<file path="config.mk">
export PLATFORM = sky130hd
export DESIGN_NAME = lab4_controller
export DESIGN_NICKNAME = d
export VERILOG_FILES = /design/src/hdl/lab4_pkg.sv /design/src/hdl/lab4_controller.sv /design/src/hdl/lab4_serial_shifter.sv /design/src/hdl/lab4_ramp_fsm.sv /design/src/hdl/lab4_ctrl_regs.sv /design/src/hdl/lab4_interval_timer.sv
export SDC_FILE = /design/constraint.sdc
export NUM_CORES = 1
export LEC_CHECK = 0
export BUFFER_PORTS_ARGS = -buffer_cell sky130_fd_sc_hd__buf_2
export CAP_MARGIN = 20
export CORE_ASPECT_RATIO = 0.75
export CORE_MARGIN = 8
export CORE_UTILIZATION = 40
export DETAILED_ROUTE_END_ITERATION = 8
export GPL_TIMING_DRIVEN = 0
export PLACE_DENSITY = 0.61
export SETUP_SLACK_MARGIN = 0.1
export SYNTH_ARGS = -nofsm -noshare
export SYNTH_HDL_FRONTEND = slang
export SYNTH_HIERARCHICAL = 1
export SYNTH_SLANG_ARGS = --single-unit
export TNS_END_PERCENT = 10
</file>
<file path="constraint.sdc">
create_clock -name clk_i -period 9.7 [get_ports clk_i]
set_clock_uncertainty 0.1 [all_clocks]
set_input_delay 1.455 -clock clk_i [delete_from_list [all_inputs] [get_ports clk_i]]
set_output_delay 1.455 -clock clk_i [all_outputs]
set_load 0.01 [all_outputs]
</file>
<file path="src/hdl/lab4_pkg.sv">
package lab4_pkg;

	//////////////////////////////////////////////////
	// widths
	//////////////////////////////////////////////////

	localparam int DATA_W   = 32;
	localparam int ADR_W    = 5;
	localparam int SERIAL_W = 24;
	localparam int SEL_W    = 4;

	// select value that broadcasts to every chip
	localparam logic [SEL_W-1:0] SEL_ALL = 4'd15;

	//////////////////////////////////////////////////
	// register map, word addresses
	//////////////////////////////////////////////////

	localparam logic [ADR_W-1:0] REG_CONTROL        = 5'd0;
	localparam logic [ADR_W-1:0] REG_SHIFT_PRESCALE = 5'd1;
	localparam logic [ADR_W-1:0] REG_RAMP_DELAY     = 5'd3;
	localparam logic [ADR_W-1:0] REG_WCLK_COUNT     = 5'd4;
	localparam logic [ADR_W-1:0] REG_SERIAL         = 5'd6;
	localparam logic [ADR_W-1:0] REG_RAMP           = 5'd7;
	localparam logic [ADR_W-1:0] REG_READOUT        = 5'd22;

	//////////////////////////////////////////////////
	// types
	//////////////////////////////////////////////////

	typedef logic [7:0]  prescale_t;
	typedef logic [15:0] wilk_count_t;

	// reset defaults
	localparam wilk_count_t WCLK_COUNT_DEFAULT     = 16'd1024;
	localparam wilk_count_t RAMP_DELAY_DEFAULT     = 16'd0;
	localparam prescale_t   SHIFT_PRESCALE_DEFAULT = 8'd0;

	// host request, one word per cycle
	typedef struct packed {
		logic              valid;
		logic              we;
		logic [ADR_W-1:0]  adr;
		logic [DATA_W-1:0] wdata;
	} bus_req_t;

	// answer arrives one cycle after the request
	typedef struct packed {
		logic              ack;
		logic [DATA_W-1:0] rdata;
	} bus_rsp_t;

	typedef struct packed {
		logic                go;
		logic [SEL_W-1:0]    sel;
		logic [SERIAL_W-1:0] data;
	} serial_cmd_t;

	typedef struct packed {
		wilk_count_t delay;
		wilk_count_t count;
		logic        abort;
	} ramp_cfg_t;

	typedef struct packed {
		logic start;
		logic fifo_rst;
		logic test_pattern;
	} readout_ctl_t;

endpackage
</file>
<file path="src/hdl/lab4_controller.sv">
`timescale 1ns/1ps

module lab4_controller #(
	parameter int NUM_CHIPS = 12
) (
	input  logic                  clk_i,
	input  logic                  rst_n_i,
	input  lab4_pkg::bus_req_t    bus_req_i,
	output lab4_pkg::bus_rsp_t    bus_rsp_o,
	input  logic                  complete_i,
	output logic                  readout_o,
	output logic                  readout_fifo_rst_o,
	output logic                  readout_test_pattern_o,
	output logic [11:0]           regclear_o,
	output logic [NUM_CHIPS-1:0]  sin_o,
	output logic [NUM_CHIPS-1:0]  sclk_o,
	output logic [NUM_CHIPS-1:0]  pclk_o,
	output logic [NUM_CHIPS-1:0]  ramp_o,
	output logic [NUM_CHIPS-1:0]  wclk_o
);

	import lab4_pkg::*;

	serial_cmd_t  serial_cmd;
	logic         serial_busy;
	ramp_cfg_t    ramp_cfg;
	logic         ramp_start;
	logic         ramp_done;
	readout_ctl_t readout_ctl;
	prescale_t    prescale;

	lab4_ctrl_regs u_regs (
		.clk_i        (clk_i),
		.rst_n_i      (rst_n_i),
		.bus_req_i    (bus_req_i),
		.bus_rsp_o    (bus_rsp_o),
		.serial_cmd_o (serial_cmd),
		.serial_busy_i(serial_busy),
		.ramp_cfg_o   (ramp_cfg),
		.ramp_start_o (ramp_start),
		.ramp_done_i  (ramp_done),
		.readout_ctl_o(readout_ctl),
		.complete_i   (complete_i),
		.prescale_o   (prescale),
		.regclear_o   (regclear_o)
	);

	lab4_ramp_fsm #(
		.NUM_CHIPS(NUM_CHIPS)
	) u_ramp (
		.clk_i  (clk_i),
		.rst_n_i(rst_n_i),
		.start_i(ramp_start),
		.cfg_i  (ramp_cfg),
		.done_o (ramp_done),
		.ramp_o (ramp_o),
		.wclk_o (wclk_o)
	);

	lab4_serial_shifter #(
		.NUM_CHIPS(NUM_CHIPS)
	) u_shifter (
		.clk_i     (clk_i),
		.rst_n_i   (rst_n_i),
		.cmd_i     (serial_cmd),
		.prescale_i(prescale),
		.busy_o    (serial_busy),
		.sin_o     (sin_o),
		.sclk_o    (sclk_o),
		.pclk_o    (pclk_o)
	);

	// readout lines to the downstream logic
	assign readout_o              = readout_ctl.start;
	assign readout_fifo_rst_o     = readout_ctl.fifo_rst;
	assign readout_test_pattern_o = readout_ctl.test_pattern;

endmodule

</file>
<file path="src/hdl/lab4_serial_shifter.sv">
`timescale 1ns/1ps

module lab4_serial_shifter #(
	parameter int NUM_CHIPS = 12
) (
	input  logic                  clk_i,
	input  logic                  rst_n_i,
	input  lab4_pkg::serial_cmd_t cmd_i,
	input  lab4_pkg::prescale_t   prescale_i,
	output logic                  busy_o,
	output logic [NUM_CHIPS-1:0]  sin_o,
	output logic [NUM_CHIPS-1:0]  sclk_o,
	output logic [NUM_CHIPS-1:0]  pclk_o
);

	import lab4_pkg::*;

	localparam int BIT_W = $clog2(SERIAL_W);

	logic                busy_q;
	logic                sclk_q;
	logic                latch_q;
	logic [BIT_W-1:0]    bit_cnt_q;
	logic [SERIAL_W-1:0] shreg_q;
	logic [SEL_W-1:0]    sel_q;
	logic                go_accept;
	logic                tmr_load;
	logic                tmr_expired;
	logic                sin;
	logic [NUM_CHIPS-1:0] chip_en;

	// go while busy is dropped here
	assign go_accept = cmd_i.go && !busy_q;

	// each half-bit and the latch phase last P+1 cycles
	assign tmr_load = go_accept || (busy_q && tmr_expired && !latch_q);

	lab4_interval_timer #(
		.count_t(prescale_t)
	) u_timer (
		.clk_i    (clk_i),
		.rst_n_i  (rst_n_i),
		.load_i   (tmr_load),
		.value_i  (prescale_i),
		.expired_o(tmr_expired)
	);

	//////////////////////////////////////////////////
	// phase stepping
	//////////////////////////////////////////////////

	always_ff @(posedge clk_i) begin
		if (!rst_n_i) begin
			busy_q    <= 1'b0;
			sclk_q    <= 1'b0;
			latch_q   <= 1'b0;
			bit_cnt_q <= '0;
		end else if (go_accept) begin
			busy_q    <= 1'b1;
			sclk_q    <= 1'b0;
			latch_q   <= 1'b0;
			bit_cnt_q <= '0;
		end else if (busy_q && tmr_expired) begin
			if (latch_q) begin
				busy_q  <= 1'b0;
				latch_q <= 1'b0;
			end else if (!sclk_q) begin
				sclk_q <= 1'b1;
			end else begin
				sclk_q <= 1'b0;
				if (bit_cnt_q == BIT_W'(SERIAL_W - 1)) begin
					latch_q <= 1'b1;
				end else begin
					bit_cnt_q <= bit_cnt_q + 1'b1;
				end
			end
		end
	end

	// msb first, next bit shows after the sclk high phase
	always_ff @(posedge clk_i) begin
		if (go_accept) begin
			shreg_q <= cmd_i.data;
			sel_q   <= cmd_i.sel;
		end else if (busy_q && tmr_expired && sclk_q && !latch_q) begin
			shreg_q <= {shreg_q[SERIAL_W-2:0], 1'b0};
		end
	end

	assign sin = busy_q && !latch_q && shreg_q[SERIAL_W-1];

	//////////////////////////////////////////////////
	// per-chip fanout
	//////////////////////////////////////////////////

	always_comb begin
		for (int i = 0; i < NUM_CHIPS; i++) begin
			chip_en[i] = (sel_q == SEL_ALL) || (32'(sel_q) == i);
		end
	end

	assign busy_o = busy_q;
	assign sin_o  = chip_en & {NUM_CHIPS{sin}};
	assign sclk_o = chip_en & {NUM_CHIPS{sclk_q}};
	assign pclk_o = chip_en & {NUM_CHIPS{latch_q}};

	a_lines_within_busy: assert property (
		@(posedge clk_i) disable iff (!rst_n_i)
		(sclk_q || latch_q) |-> busy_q
	);

endmodule

</file>
<file path="src/hdl/lab4_ramp_fsm.sv">
`timescale 1ns/1ps

module lab4_ramp_fsm #(
	parameter int NUM_CHIPS = 12
) (
	input  logic                  clk_i,
	input  logic                  rst_n_i,
	input  logic                  start_i,
	input  lab4_pkg::ramp_cfg_t   cfg_i,
	output logic                  done_o,
	output logic [NUM_CHIPS-1:0]  ramp_o,
	output logic [NUM_CHIPS-1:0]  wclk_o
);

	import lab4_pkg::*;

	typedef enum logic [1:0] {
		ST_IDLE,
		ST_DELAY,
		ST_WILK
	} state_t;

	state_t      state_q;
	logic        wclk_q;
	logic        done_q;
	logic        ramp;
	logic        tmr_load;
	logic        tmr_expired;
	wilk_count_t tmr_value;

	assign ramp = (state_q != ST_IDLE);

	// delay phase lasts D+1 cycles, wilkinson phase 2C cycles
	always_comb begin
		tmr_load  = 1'b0;
		tmr_value = cfg_i.delay;
		if (state_q == ST_IDLE && start_i) begin
			tmr_load = 1'b1;
		end else if (state_q == ST_DELAY && tmr_expired && cfg_i.count != '0) begin
			tmr_load  = 1'b1;
			tmr_value = wilk_count_t'({cfg_i.count, 1'b0} - 17'd1);
		end
	end

	lab4_interval_timer #(
		.count_t(wilk_count_t)
	) u_timer (
		.clk_i    (clk_i),
		.rst_n_i  (rst_n_i),
		.load_i   (tmr_load),
		.value_i  (tmr_value),
		.expired_o(tmr_expired)
	);

	always_ff @(posedge clk_i) begin
		if (!rst_n_i) begin
			state_q <= ST_IDLE;
			wclk_q  <= 1'b0;
			done_q  <= 1'b0;
		end else begin
			done_q <= 1'b0;
			if (cfg_i.abort) begin
				state_q <= ST_IDLE;
				wclk_q  <= 1'b0;
			end else begin
				case (state_q)
					ST_IDLE: begin
						if (start_i) begin
							state_q <= ST_DELAY;
						end
					end
					ST_DELAY: begin
						wclk_q <= 1'b0;
						if (tmr_expired) begin
							// zero count means ramp only
							if (cfg_i.count == '0) begin
								state_q <= ST_IDLE;
								done_q  <= 1'b1;
							end else begin
								state_q <= ST_WILK;
							end
						end
					end
					ST_WILK: begin
						if (tmr_expired) begin
							state_q <= ST_IDLE;
							wclk_q  <= 1'b0;
							done_q  <= 1'b1;
						end else begin
							wclk_q <= ~wclk_q;
						end
					end
					default: state_q <= ST_IDLE;
				endcase
			end
		end
	end

	assign done_o = done_q;
	assign ramp_o = {NUM_CHIPS{ramp}};
	assign wclk_o = {NUM_CHIPS{wclk_q}};

	a_wclk_inside_ramp: assert property (
		@(posedge clk_i) disable iff (!rst_n_i)
		!ramp |-> !wclk_q
	);

endmodule

</file>
<file path="src/hdl/lab4_ctrl_regs.sv">
`timescale 1ns/1ps

module lab4_ctrl_regs (
	input  logic                   clk_i,
	input  logic                   rst_n_i,
	input  lab4_pkg::bus_req_t     bus_req_i,
	output lab4_pkg::bus_rsp_t     bus_rsp_o,
	output lab4_pkg::serial_cmd_t  serial_cmd_o,
	input  logic                   serial_busy_i,
	output lab4_pkg::ramp_cfg_t    ramp_cfg_o,
	output logic                   ramp_start_o,
	input  logic                   ramp_done_i,
	output lab4_pkg::readout_ctl_t readout_ctl_o,
	input  logic                   complete_i,
	output lab4_pkg::prescale_t    prescale_o,
	output logic [11:0]            regclear_o
);

	import lab4_pkg::*;

	logic                wr;
	logic [DATA_W-1:0]   wdata;
	logic [DATA_W-1:0]   rdata_d;
	logic [DATA_W-1:0]   rdata_q;
	logic                ack_q;

	logic [11:0]         regclear_q;
	logic                abort_q;
	prescale_t           prescale_q;
	wilk_count_t         ramp_delay_q;
	wilk_count_t         wclk_count_q;
	logic [SERIAL_W-1:0] serial_data_q;
	logic [SEL_W-1:0]    serial_sel_q;
	logic                serial_go_q;
	logic                ramp_start_q;
	logic                ramp_pending_q;
	logic                readout_req_q;
	logic                readout_start_q;
	logic                fifo_rst_q;
	logic                test_pattern_q;
	logic                readout_pending_q;

	assign wr    = bus_req_i.valid && bus_req_i.we;
	assign wdata = bus_req_i.wdata;

	//////////////////////////////////////////////////
	// read mux, sampled in the request cycle
	//////////////////////////////////////////////////

	always_comb begin
		rdata_d = '0;
		case (bus_req_i.adr)
			REG_CONTROL:        rdata_d[27:16] = regclear_q;
			REG_SHIFT_PRESCALE: rdata_d[7:0] = prescale_q;
			REG_RAMP_DELAY:     rdata_d[15:0] = ramp_delay_q;
			REG_WCLK_COUNT:     rdata_d[15:0] = wclk_count_q;
			REG_SERIAL:         rdata_d = {serial_busy_i, 3'b000, serial_sel_q, serial_data_q};
			REG_RAMP:           rdata_d[0] = ramp_pending_q;
			REG_READOUT: begin
				rdata_d[7] = readout_pending_q;
				rdata_d[4] = test_pattern_q;
			end
			default:            rdata_d = '0;
		endcase
	end

	always_ff @(posedge clk_i) begin
		rdata_q <= rdata_d;
	end

	//////////////////////////////////////////////////
	// write decode and command pulses
	//////////////////////////////////////////////////

	always_ff @(posedge clk_i) begin
		if (!rst_n_i) begin
			ack_q             <= 1'b0;
			regclear_q        <= '0;
			abort_q           <= 1'b0;
			prescale_q        <= SHIFT_PRESCALE_DEFAULT;
			ramp_delay_q      <= RAMP_DELAY_DEFAULT;
			wclk_count_q      <= WCLK_COUNT_DEFAULT;
			serial_data_q     <= '0;
			serial_sel_q      <= '0;
			serial_go_q       <= 1'b0;
			ramp_start_q      <= 1'b0;
			ramp_pending_q    <= 1'b0;
			readout_req_q     <= 1'b0;
			readout_start_q   <= 1'b0;
			fifo_rst_q        <= 1'b0;
			test_pattern_q    <= 1'b0;
			readout_pending_q <= 1'b0;
		end else begin
			ack_q           <= bus_req_i.valid;
			abort_q         <= wr && (bus_req_i.adr == REG_CONTROL) && wdata[8];
			serial_go_q     <= wr && (bus_req_i.adr == REG_SERIAL) && wdata[31];
			ramp_start_q    <= wr && (bus_req_i.adr == REG_RAMP) && wdata[0];
			readout_req_q   <= wr && (bus_req_i.adr == REG_READOUT) && wdata[6];
			fifo_rst_q      <= wr && (bus_req_i.adr == REG_READOUT) && wdata[1];
			// extra stage puts readout two cycles after the request
			readout_start_q <= readout_req_q;

			if (wr && bus_req_i.adr == REG_CONTROL) begin
				regclear_q <= wdata[27:16];
			end
			if (wr && bus_req_i.adr == REG_SHIFT_PRESCALE) begin
				prescale_q <= wdata[7:0];
			end
			if (wr && bus_req_i.adr == REG_RAMP_DELAY) begin
				ramp_delay_q <= wdata[15:0];
			end
			if (wr && bus_req_i.adr == REG_WCLK_COUNT) begin
				wclk_count_q <= wdata[15:0];
			end
			if (wr && bus_req_i.adr == REG_SERIAL) begin
				serial_data_q <= wdata[SERIAL_W-1:0];
				serial_sel_q  <= wdata[27:24];
			end
			if (wr && bus_req_i.adr == REG_READOUT) begin
				test_pattern_q <= wdata[4];
			end

			// done clears, start sets
			if (ramp_done_i) begin
				ramp_pending_q <= 1'b0;
			end else if (wr && bus_req_i.adr == REG_RAMP && wdata[0]) begin
				ramp_pending_q <= 1'b1;
			end

			// completion wins over a start in the same cycle
			if (complete_i) begin
				readout_pending_q <= 1'b0;
			end else if (wr && bus_req_i.adr == REG_READOUT && wdata[6]) begin
				readout_pending_q <= 1'b1;
			end
		end
	end

	assign bus_rsp_o.ack   = ack_q;
	assign bus_rsp_o.rdata = rdata_q;

	assign serial_cmd_o.go   = serial_go_q;
	assign serial_cmd_o.sel  = serial_sel_q;
	assign serial_cmd_o.data = serial_data_q;

	assign ramp_cfg_o.delay = ramp_delay_q;
	assign ramp_cfg_o.count = wclk_count_q;
	assign ramp_cfg_o.abort = abort_q;
	assign ramp_start_o     = ramp_start_q;

	assign readout_ctl_o.start        = readout_start_q;
	assign readout_ctl_o.fifo_rst     = fifo_rst_q;
	assign readout_ctl_o.test_pattern = test_pattern_q;

	assign prescale_o = prescale_q;
	assign regclear_o = regclear_q;

	a_ack_follows_req: assert property (
		@(posedge clk_i) disable iff (!rst_n_i)
		bus_rsp_o.ack |-> $past(bus_req_i.valid)
	);

endmodule

</file>
<file path="src/hdl/lab4_interval_timer.sv">
`timescale 1ns/1ps

module lab4_interval_timer #(
	parameter type count_t = logic [7:0]
) (
	input  logic   clk_i,
	input  logic   rst_n_i,
	input  logic   load_i,
	input  count_t value_i,
	output logic   expired_o
);

	count_t cnt_q;
	logic   active_q;

	// load of N gives expiry N+1 cycles later
	assign expired_o = active_q && (cnt_q == '0);

	always_ff @(posedge clk_i) begin
		if (!rst_n_i) begin
			active_q <= 1'b0;
		end else if (load_i) begin
			active_q <= 1'b1;
		end else if (expired_o) begin
			active_q <= 1'b0;
		end
	end

	always_ff @(posedge clk_i) begin
		if (load_i) begin
			cnt_q <= value_i;
		end else if (active_q && !expired_o) begin
			cnt_q <= count_t'(cnt_q - 1'b1);
		end
	end

	// a reload in the expiry cycle restarts the count
	a_load_wins: assert property (
		@(posedge clk_i) disable iff (!rst_n_i)
		(load_i && expired_o && value_i != '0) |=> !expired_o
	);

endmodule

</file>
## Word-level counts from Yosys, hierarchy flattened

Cells that the tools add are included.

| storage, ports and cells | value |
|---|---|
| register bits | 188 |

| operators by class | value |
|---|---|
| multiplexer cells | 39 |
| bitwise logic cells | 7 |
| add/sub/neg operators | 4 |
| equality and inequality tests | 24 |
| reduce and logical (&&, ||, !) cells | 68 |

Operators with widths:

| operator | count |
|---|---|
| 16-bit two-way mux | 4 |
| 24-bit two-way mux | 2 |
| 12-bit bitwise AND | 3 |
| 16-bit logical NOT | 2 |
| 16-bit by 1-bit subtractor with 16-bit output (second input constant) | 2 |
| 1-bit logical AND | 27 |
| 12-bit case mux with 2 select lines | 1 |
| 8-bit case mux with 3 select lines | 1 |
| 4-bit == test (second input constant) | 5 |
| 2-bit nonzero test | 9 |
| 1-bit two-way mux | 17 |
| 4-bit by 3-bit == test with 1-bit output (second input constant) | 4 |
| 8-bit two-way mux | 2 |
| 16-bit nonzero test | 1 |
| 5-bit by 3-bit == test with 1-bit output (second input constant) | 3 |
| 1-bit case mux with 5 select lines | 3 |
| 1-bit logical OR | 13 |
| 3-bit case mux with 4 select lines | 1 |
| 5-bit == test (second input constant) | 2 |
| 4-bit by 2-bit == test with 1-bit output (second input constant) | 2 |
| 8-bit logical NOT | 1 |
| 2-bit two-way mux | 4 |
| 2-bit case mux with 4 select lines | 1 |
| 2-bit OR reduction | 4 |
| other kinds (19) | 28 |

## Longest topological paths before layout

| logic depth | value |
|---|---|
| depth after elaboration | 7 |
| gate-level depth with buffers | 10 |

## Modules after synthesis

Netlist, hierarchy kept.

Modules (own cells, without submodules):

| module | cells each | area an instance (um^2) | times used | sequential area each (um^2) |
|---|---|---|---|---|
| lab4_ctrl_regs | 489 | 4433.0 | 1 | 2382.3 |
| lab4_serial_shifter | 226 | 1919.3 | 1 | 1001.0 |
| lab4_interval_timer at u_ramp.u_timer | 98 | 1011.0 | 1 | 500.5 |
| lab4_ramp_fsm | 111 | 970.9 | 1 | 80.1 |
| lab4_interval_timer at u_shifter.u_timer | 50 | 519.2 | 1 | 260.2 |

## Worst setup path after synthesis

Ideal clock, no wire load.

| timing | value |
|---|---|
| path kind | flip-flop to flip-flop |
| start | register u_ramp/u_timer/cnt_q[0] (netlist name) |
| end | register u_ramp/u_timer/cnt_q[0] (netlist name), enable pin |
| data arrival time | 2.668 ns |
| cell stages (with the launch flop) | 10 |
| setup time | 0.367 ns |
| slack | 6.565 ns |
| cells stage by stage | edfxtp_1 -> inv_1 -> ha_1 -> nor3b_2 -> and3_4 -> and3_2 -> nand2_1 -> o21ai_0 -> clkbuf_1 -> a21o_1 |

| between the ends | value |
|---|---|
| word-level cells in the longest chain between the ends | 7 |
| elaborated cells on any way between the ends | 9 |
| classes of those cells | mux: 2; reduce/logical: 7 |

RTL lines:

| element | line | source |
|---|---|---|
| from (decl) | lab4_interval_timer.sv:13 | `count_t cnt_q;` |
| from (signal assigned) | lab4_interval_timer.sv:31 | `cnt_q <= value_i;` |
| from (signal assigned) | lab4_interval_timer.sv:33 | `cnt_q <= count_t'(cnt_q - 1'b1);` |
| 16-bit logical NOT | lab4_interval_timer.sv:17 | `assign expired_o = active_q && (cnt_q == '0);` |
| 1-bit logical AND | lab4_interval_timer.sv:17 |  |
| net u_ramp.tmr_expired | lab4_ramp_fsm.sv:28 | `logic tmr_expired;` |
| 1-bit logical AND (2 in a row) | lab4_ramp_fsm.sv:39 | `end else if (state_q == ST_DELAY && tmr_expired && cfg_i.count != '0) begin` |
| 1-bit two-way mux | lab4_ramp_fsm.sv:39 |  |
| 1-bit two-way mux | lab4_ramp_fsm.sv:37 | `if (state_q == ST_IDLE && start_i) begin` |
| net u_ramp.tmr_load | lab4_ramp_fsm.sv:27 | `logic tmr_load;` |
| 2-bit nonzero test (no line) | -- |  |

The timed path passes the listed nets, and every way through them passes these cells.
A chain may end at the register's enable or synchronous reset.

## Final worst setup path

| timing | value |
|---|---|
| start | register u_ramp/u_timer/cnt_q[0] (netlist name) |
| end | register u_ramp/u_timer/cnt_q[11] (netlist name), enable pin |

Same word-level chain as after synthesis.

==> impl_metrics.py <==
metrics = {
    "critical_path": {
        "crit_fanout": 16,
        "worstSetupPathType": "reg -> reg",
        "required_ns": 9.68,
        "crit_path_end_kind": "flop",
        "worst_ep_arrival_time_ns": 4.01,
        "startpoint_type": "flop",
    },
    "global_route": {
        "grt_max_degree": 25,
        "grt_pass1_wl_um": 40560,
        "antenna_found_initial": 0,
        "grt_pass1_vias": 7091,
        "grt_overflow": 0,
        "grt_util_all_layers": 0.1908,
    },
    "placed_design": {
        "routabilityCongestion": 0.8732,
        "dpl.hpwl_um": 19620,
        "place_area_mm2": 0.009940,
        "port_buffers": 142,
    },
    "power": {
        "powerDensity_mw_per_mm2": 149.7,
        "power_mw": 1.583,
        "vdd_drop_max_uv": 128.3,
        "p_leak_nw": 4.545,
    },
    "synthesis": {
        "async_flop_share": 0,
        "yosysSeqAreaShare": 0.4771,
        "ys.flop_type": "dfxtp_1",
        "synth_edf_count": 52,
        "netlist_instances": 974,
        "synth_seq_cells": 185,
        "syn_area_mm2": 0.008853,
        "syn_avg_cell_area_um2": 9.090,
        "synth_cell_types": 73,
        "yosysWarnings": 6,
    },
    "cells_and_area": {
        "multi_input_comb_area_mm2": 0.004030,
        "layout_commonest_cell": "nand2_1",
        "syn2layout_area_growth_pct": 19.38,
        "nNetsFinal": 1190,
        "fillers": 2155,
        "final_cell_mix": "227 x nand2_1, 156 x buf_2, 133 x dfxtp_1, 85 x o21ai_0, 74 x nand3_1",
        "final_layout_size_suffix_gt1_frac": 0.2413,
        "antenna_cells_inserted": 0,
        "stdcell_area_mm2": 0.01057,
        "ff_latch_area_mm2": 0.004224,
    },
    "timing": {
        "max_slew_margin": 0.3591,
        "fin_crit_ns": 4.028,
        "drv_slew": 0,
        "fmax_ghz": 0.2483,
        "timing_hold_violations_final": 0,
        "finalSetupViolations": 0,
        "worst_pin_slew_ns": 0.9592,
        "fin_crit_sh": 0.4152,
        "hold_slack_ns": 0.2874,
        "rsz0062_at_grt": "false",
        "tns_ns": 0,
    },
    "clocking": {
        "htree_num_levels": 4,
        "clk_latency_ns": 0.44,
        "cts.sinks": 185,
        "cts_root_buf": "clkbuf_16",
        "cts_buffer_depth": 2,
        "cts_hold_buf": 0,
        "post_cts_resized": 0,
        "postCtsSetupRepairBufs": 0,
        "cts_made_buffers": 17,
        "cts_tree": "built",
        "clk_pin_slew_ns": 0.07,
    },
    "worst_hold_path": {
        "min_path_type": "reg -> reg",
    },
    "route": {
        "route.detailed.drc": 0,
        "drt_iter0_markers": 578,
        "viasPerCell": 5.326,
        "dr.pass1.iters": 9,
        "wl_um": 25980,
        "ant_nets": 0,
        "route.detailed.wl_per_inst_um": 17.97,
        "num_vias": 7701,
    },
    "die": {
        "dieWidth_um": 187.8,
        "ioPinCount": 150,
        "num_rows": 47,
        "die-area_mm2": 0.02720,
        "coreArea_mm2": 0.02188,
        "die_h_um": 144.8,
        "initial_utilization": 0.4047,
    },
    "status": {
        "status": "finished, final reports clean",
    },
    "run": {
        "drv_cap": 0,
    },
}
[critical path, stage by stage (launching register included)]
cell      delay, ns
edfxtp_1       0.47
inv_1          0.09
ha_1           0.17
nor3b_2        0.45
and3_4         0.33
and3_2         0.28
nand2_1        0.07
o21ai_0        0.64
clkbuf_1       0.44
a21o_1         0.61
[path summary, 6_finish.rpt]
path / slack [ns] / cells after the start / startpoint / endpoint
hold / removal: 0.29 / 1 / u_ramp/done_o / u_regs/ramp_pending_q
setup reg to reg: 5.67 / 9 / u_ramp/u_timer/cnt_q[0] / u_ramp/u_timer/cnt_q[11]
hold reg to reg: 0.29 / 1 / u_ramp/done_o / u_regs/ramp_pending_q
setup / recovery: 5.67 / 9 / u_ramp/u_timer/cnt_q[0] / u_ramp/u_timer/cnt_q[11]
[layout make-up]
type	instances	share of cell area
Inverter	19	0.006748
Timing Repair Buffer	144	0.07032
Multi-Input combinational cell	684	0.3813
Clock buffer	18	0.04155
Buffer	88	0.05067
Tap cell	294	0.03481
Sequential cell	185	0.3997
Clock inverter	14	0.01492
[logic make-up after synthesis]
| logic type | after synthesis | share of synthesized area |
|---|---|---|
| buffers and inverters | 107 | 0.06854 |
| AOI/OAI and AO/OA | 147 | 0.09949 |
| adders and majority gates | 9 | 0.01272 |
| muxes | 40 | 0.05059 |
| xor gates and xnor gates | 32 | 0.03166 |
| other | 1 | 0.0004236 |
| DFF | 185 | 0.4771 |
| and+or+nand+nor | 453 | 0.2595 |
[flip-flops by register name, indices dropped and copies added (netlist names), 12 cells and up]
register and cells:
u_regs/regclear_o 12, u_regs/serial_data_q 24, u_regs/ramp_delay_q 16, u_ramp/u_timer/cnt_q 16, u_shifter/shreg_q 24, u_regs/rdata_q 29
u_regs/wclk_count_q 16
[per-stage QoR]
step                      utilization  setup WS, ns  std cells
after floorplan                     -         6.565        976
after global placement         0.4544         5.729       1412
after detailed placement       0.4544         5.720       1412
after CTS                      0.4816         5.681       1444
after global routing           0.4831         5.284       1446
final                          0.4831         5.672       1446
[synth_stat cells, types with 3 or more instances]
library cell,count,share of area
a21oi_1,8,0.0045
a222oi_1,5,0.0057
a22o_1,12,0.012
a22oi_1,9,0.0076
a31oi_1,6,0.0042
and2_1,9,0.0064
and3_1,11,0.0078
buf_1,4,0.0017
buf_2,14,0.0079
buf_4,35,0.030
buf_6,3,0.0038
clkbuf_1,29,0.012
dfxtp_1,133,0.30
edfxtp_1,52,0.18
ha_1,9,0.013
inv_1,19,0.0081
mux2_2,6,0.0076
mux2_4,8,0.014
mux2i_1,26,0.029
nand2_1,227,0.096
nand2b_1,5,0.0035
nand3_1,74,0.042
nand3b_1,4,0.0034
nand4_1,8,0.0057
nand4b_1,5,0.0049
nor2_1,44,0.019
nor3_1,11,0.0062
nor3_2,4,0.0045
nor3b_1,6,0.0051
nor3b_2,5,0.0071
nor4_1,5,0.0035
nor4_4,3,0.0072
o211ai_1,3,0.0025
o21ai_0,85,0.048
o21ai_1,7,0.0040
o31ai_1,3,0.0025
or4_1,4,0.0034
xnor2_1,15,0.015
xor2_1,17,0.017
[metal layers]
layer / global-route usage / up-vias / wire [um] / part of all wire
met5: 0 / - / 0 / 0
met4: 0.05583 / 0 / 293 / 0.011
met3: 0.04646 / 22 / 2183 / 0.084
met2: 0.2712 / 305 / 10710 / 0.41
met1: 0.2801 / 3678 / 12800 / 0.49
li1: - / 3696 / - / -
[report_power, final]
group	switching (mW)	internal, mW	total (mW)	leakage, nW
combinational	0.0490	0.0289	0.0779	2.72
sequential	0.00238	0.791	0.794	1.54
clock	0.337	0.374	0.711	0.289
total	0.389	1.19	1.58	4.55
No activity file was read; power rests on OpenSTA's default activity.
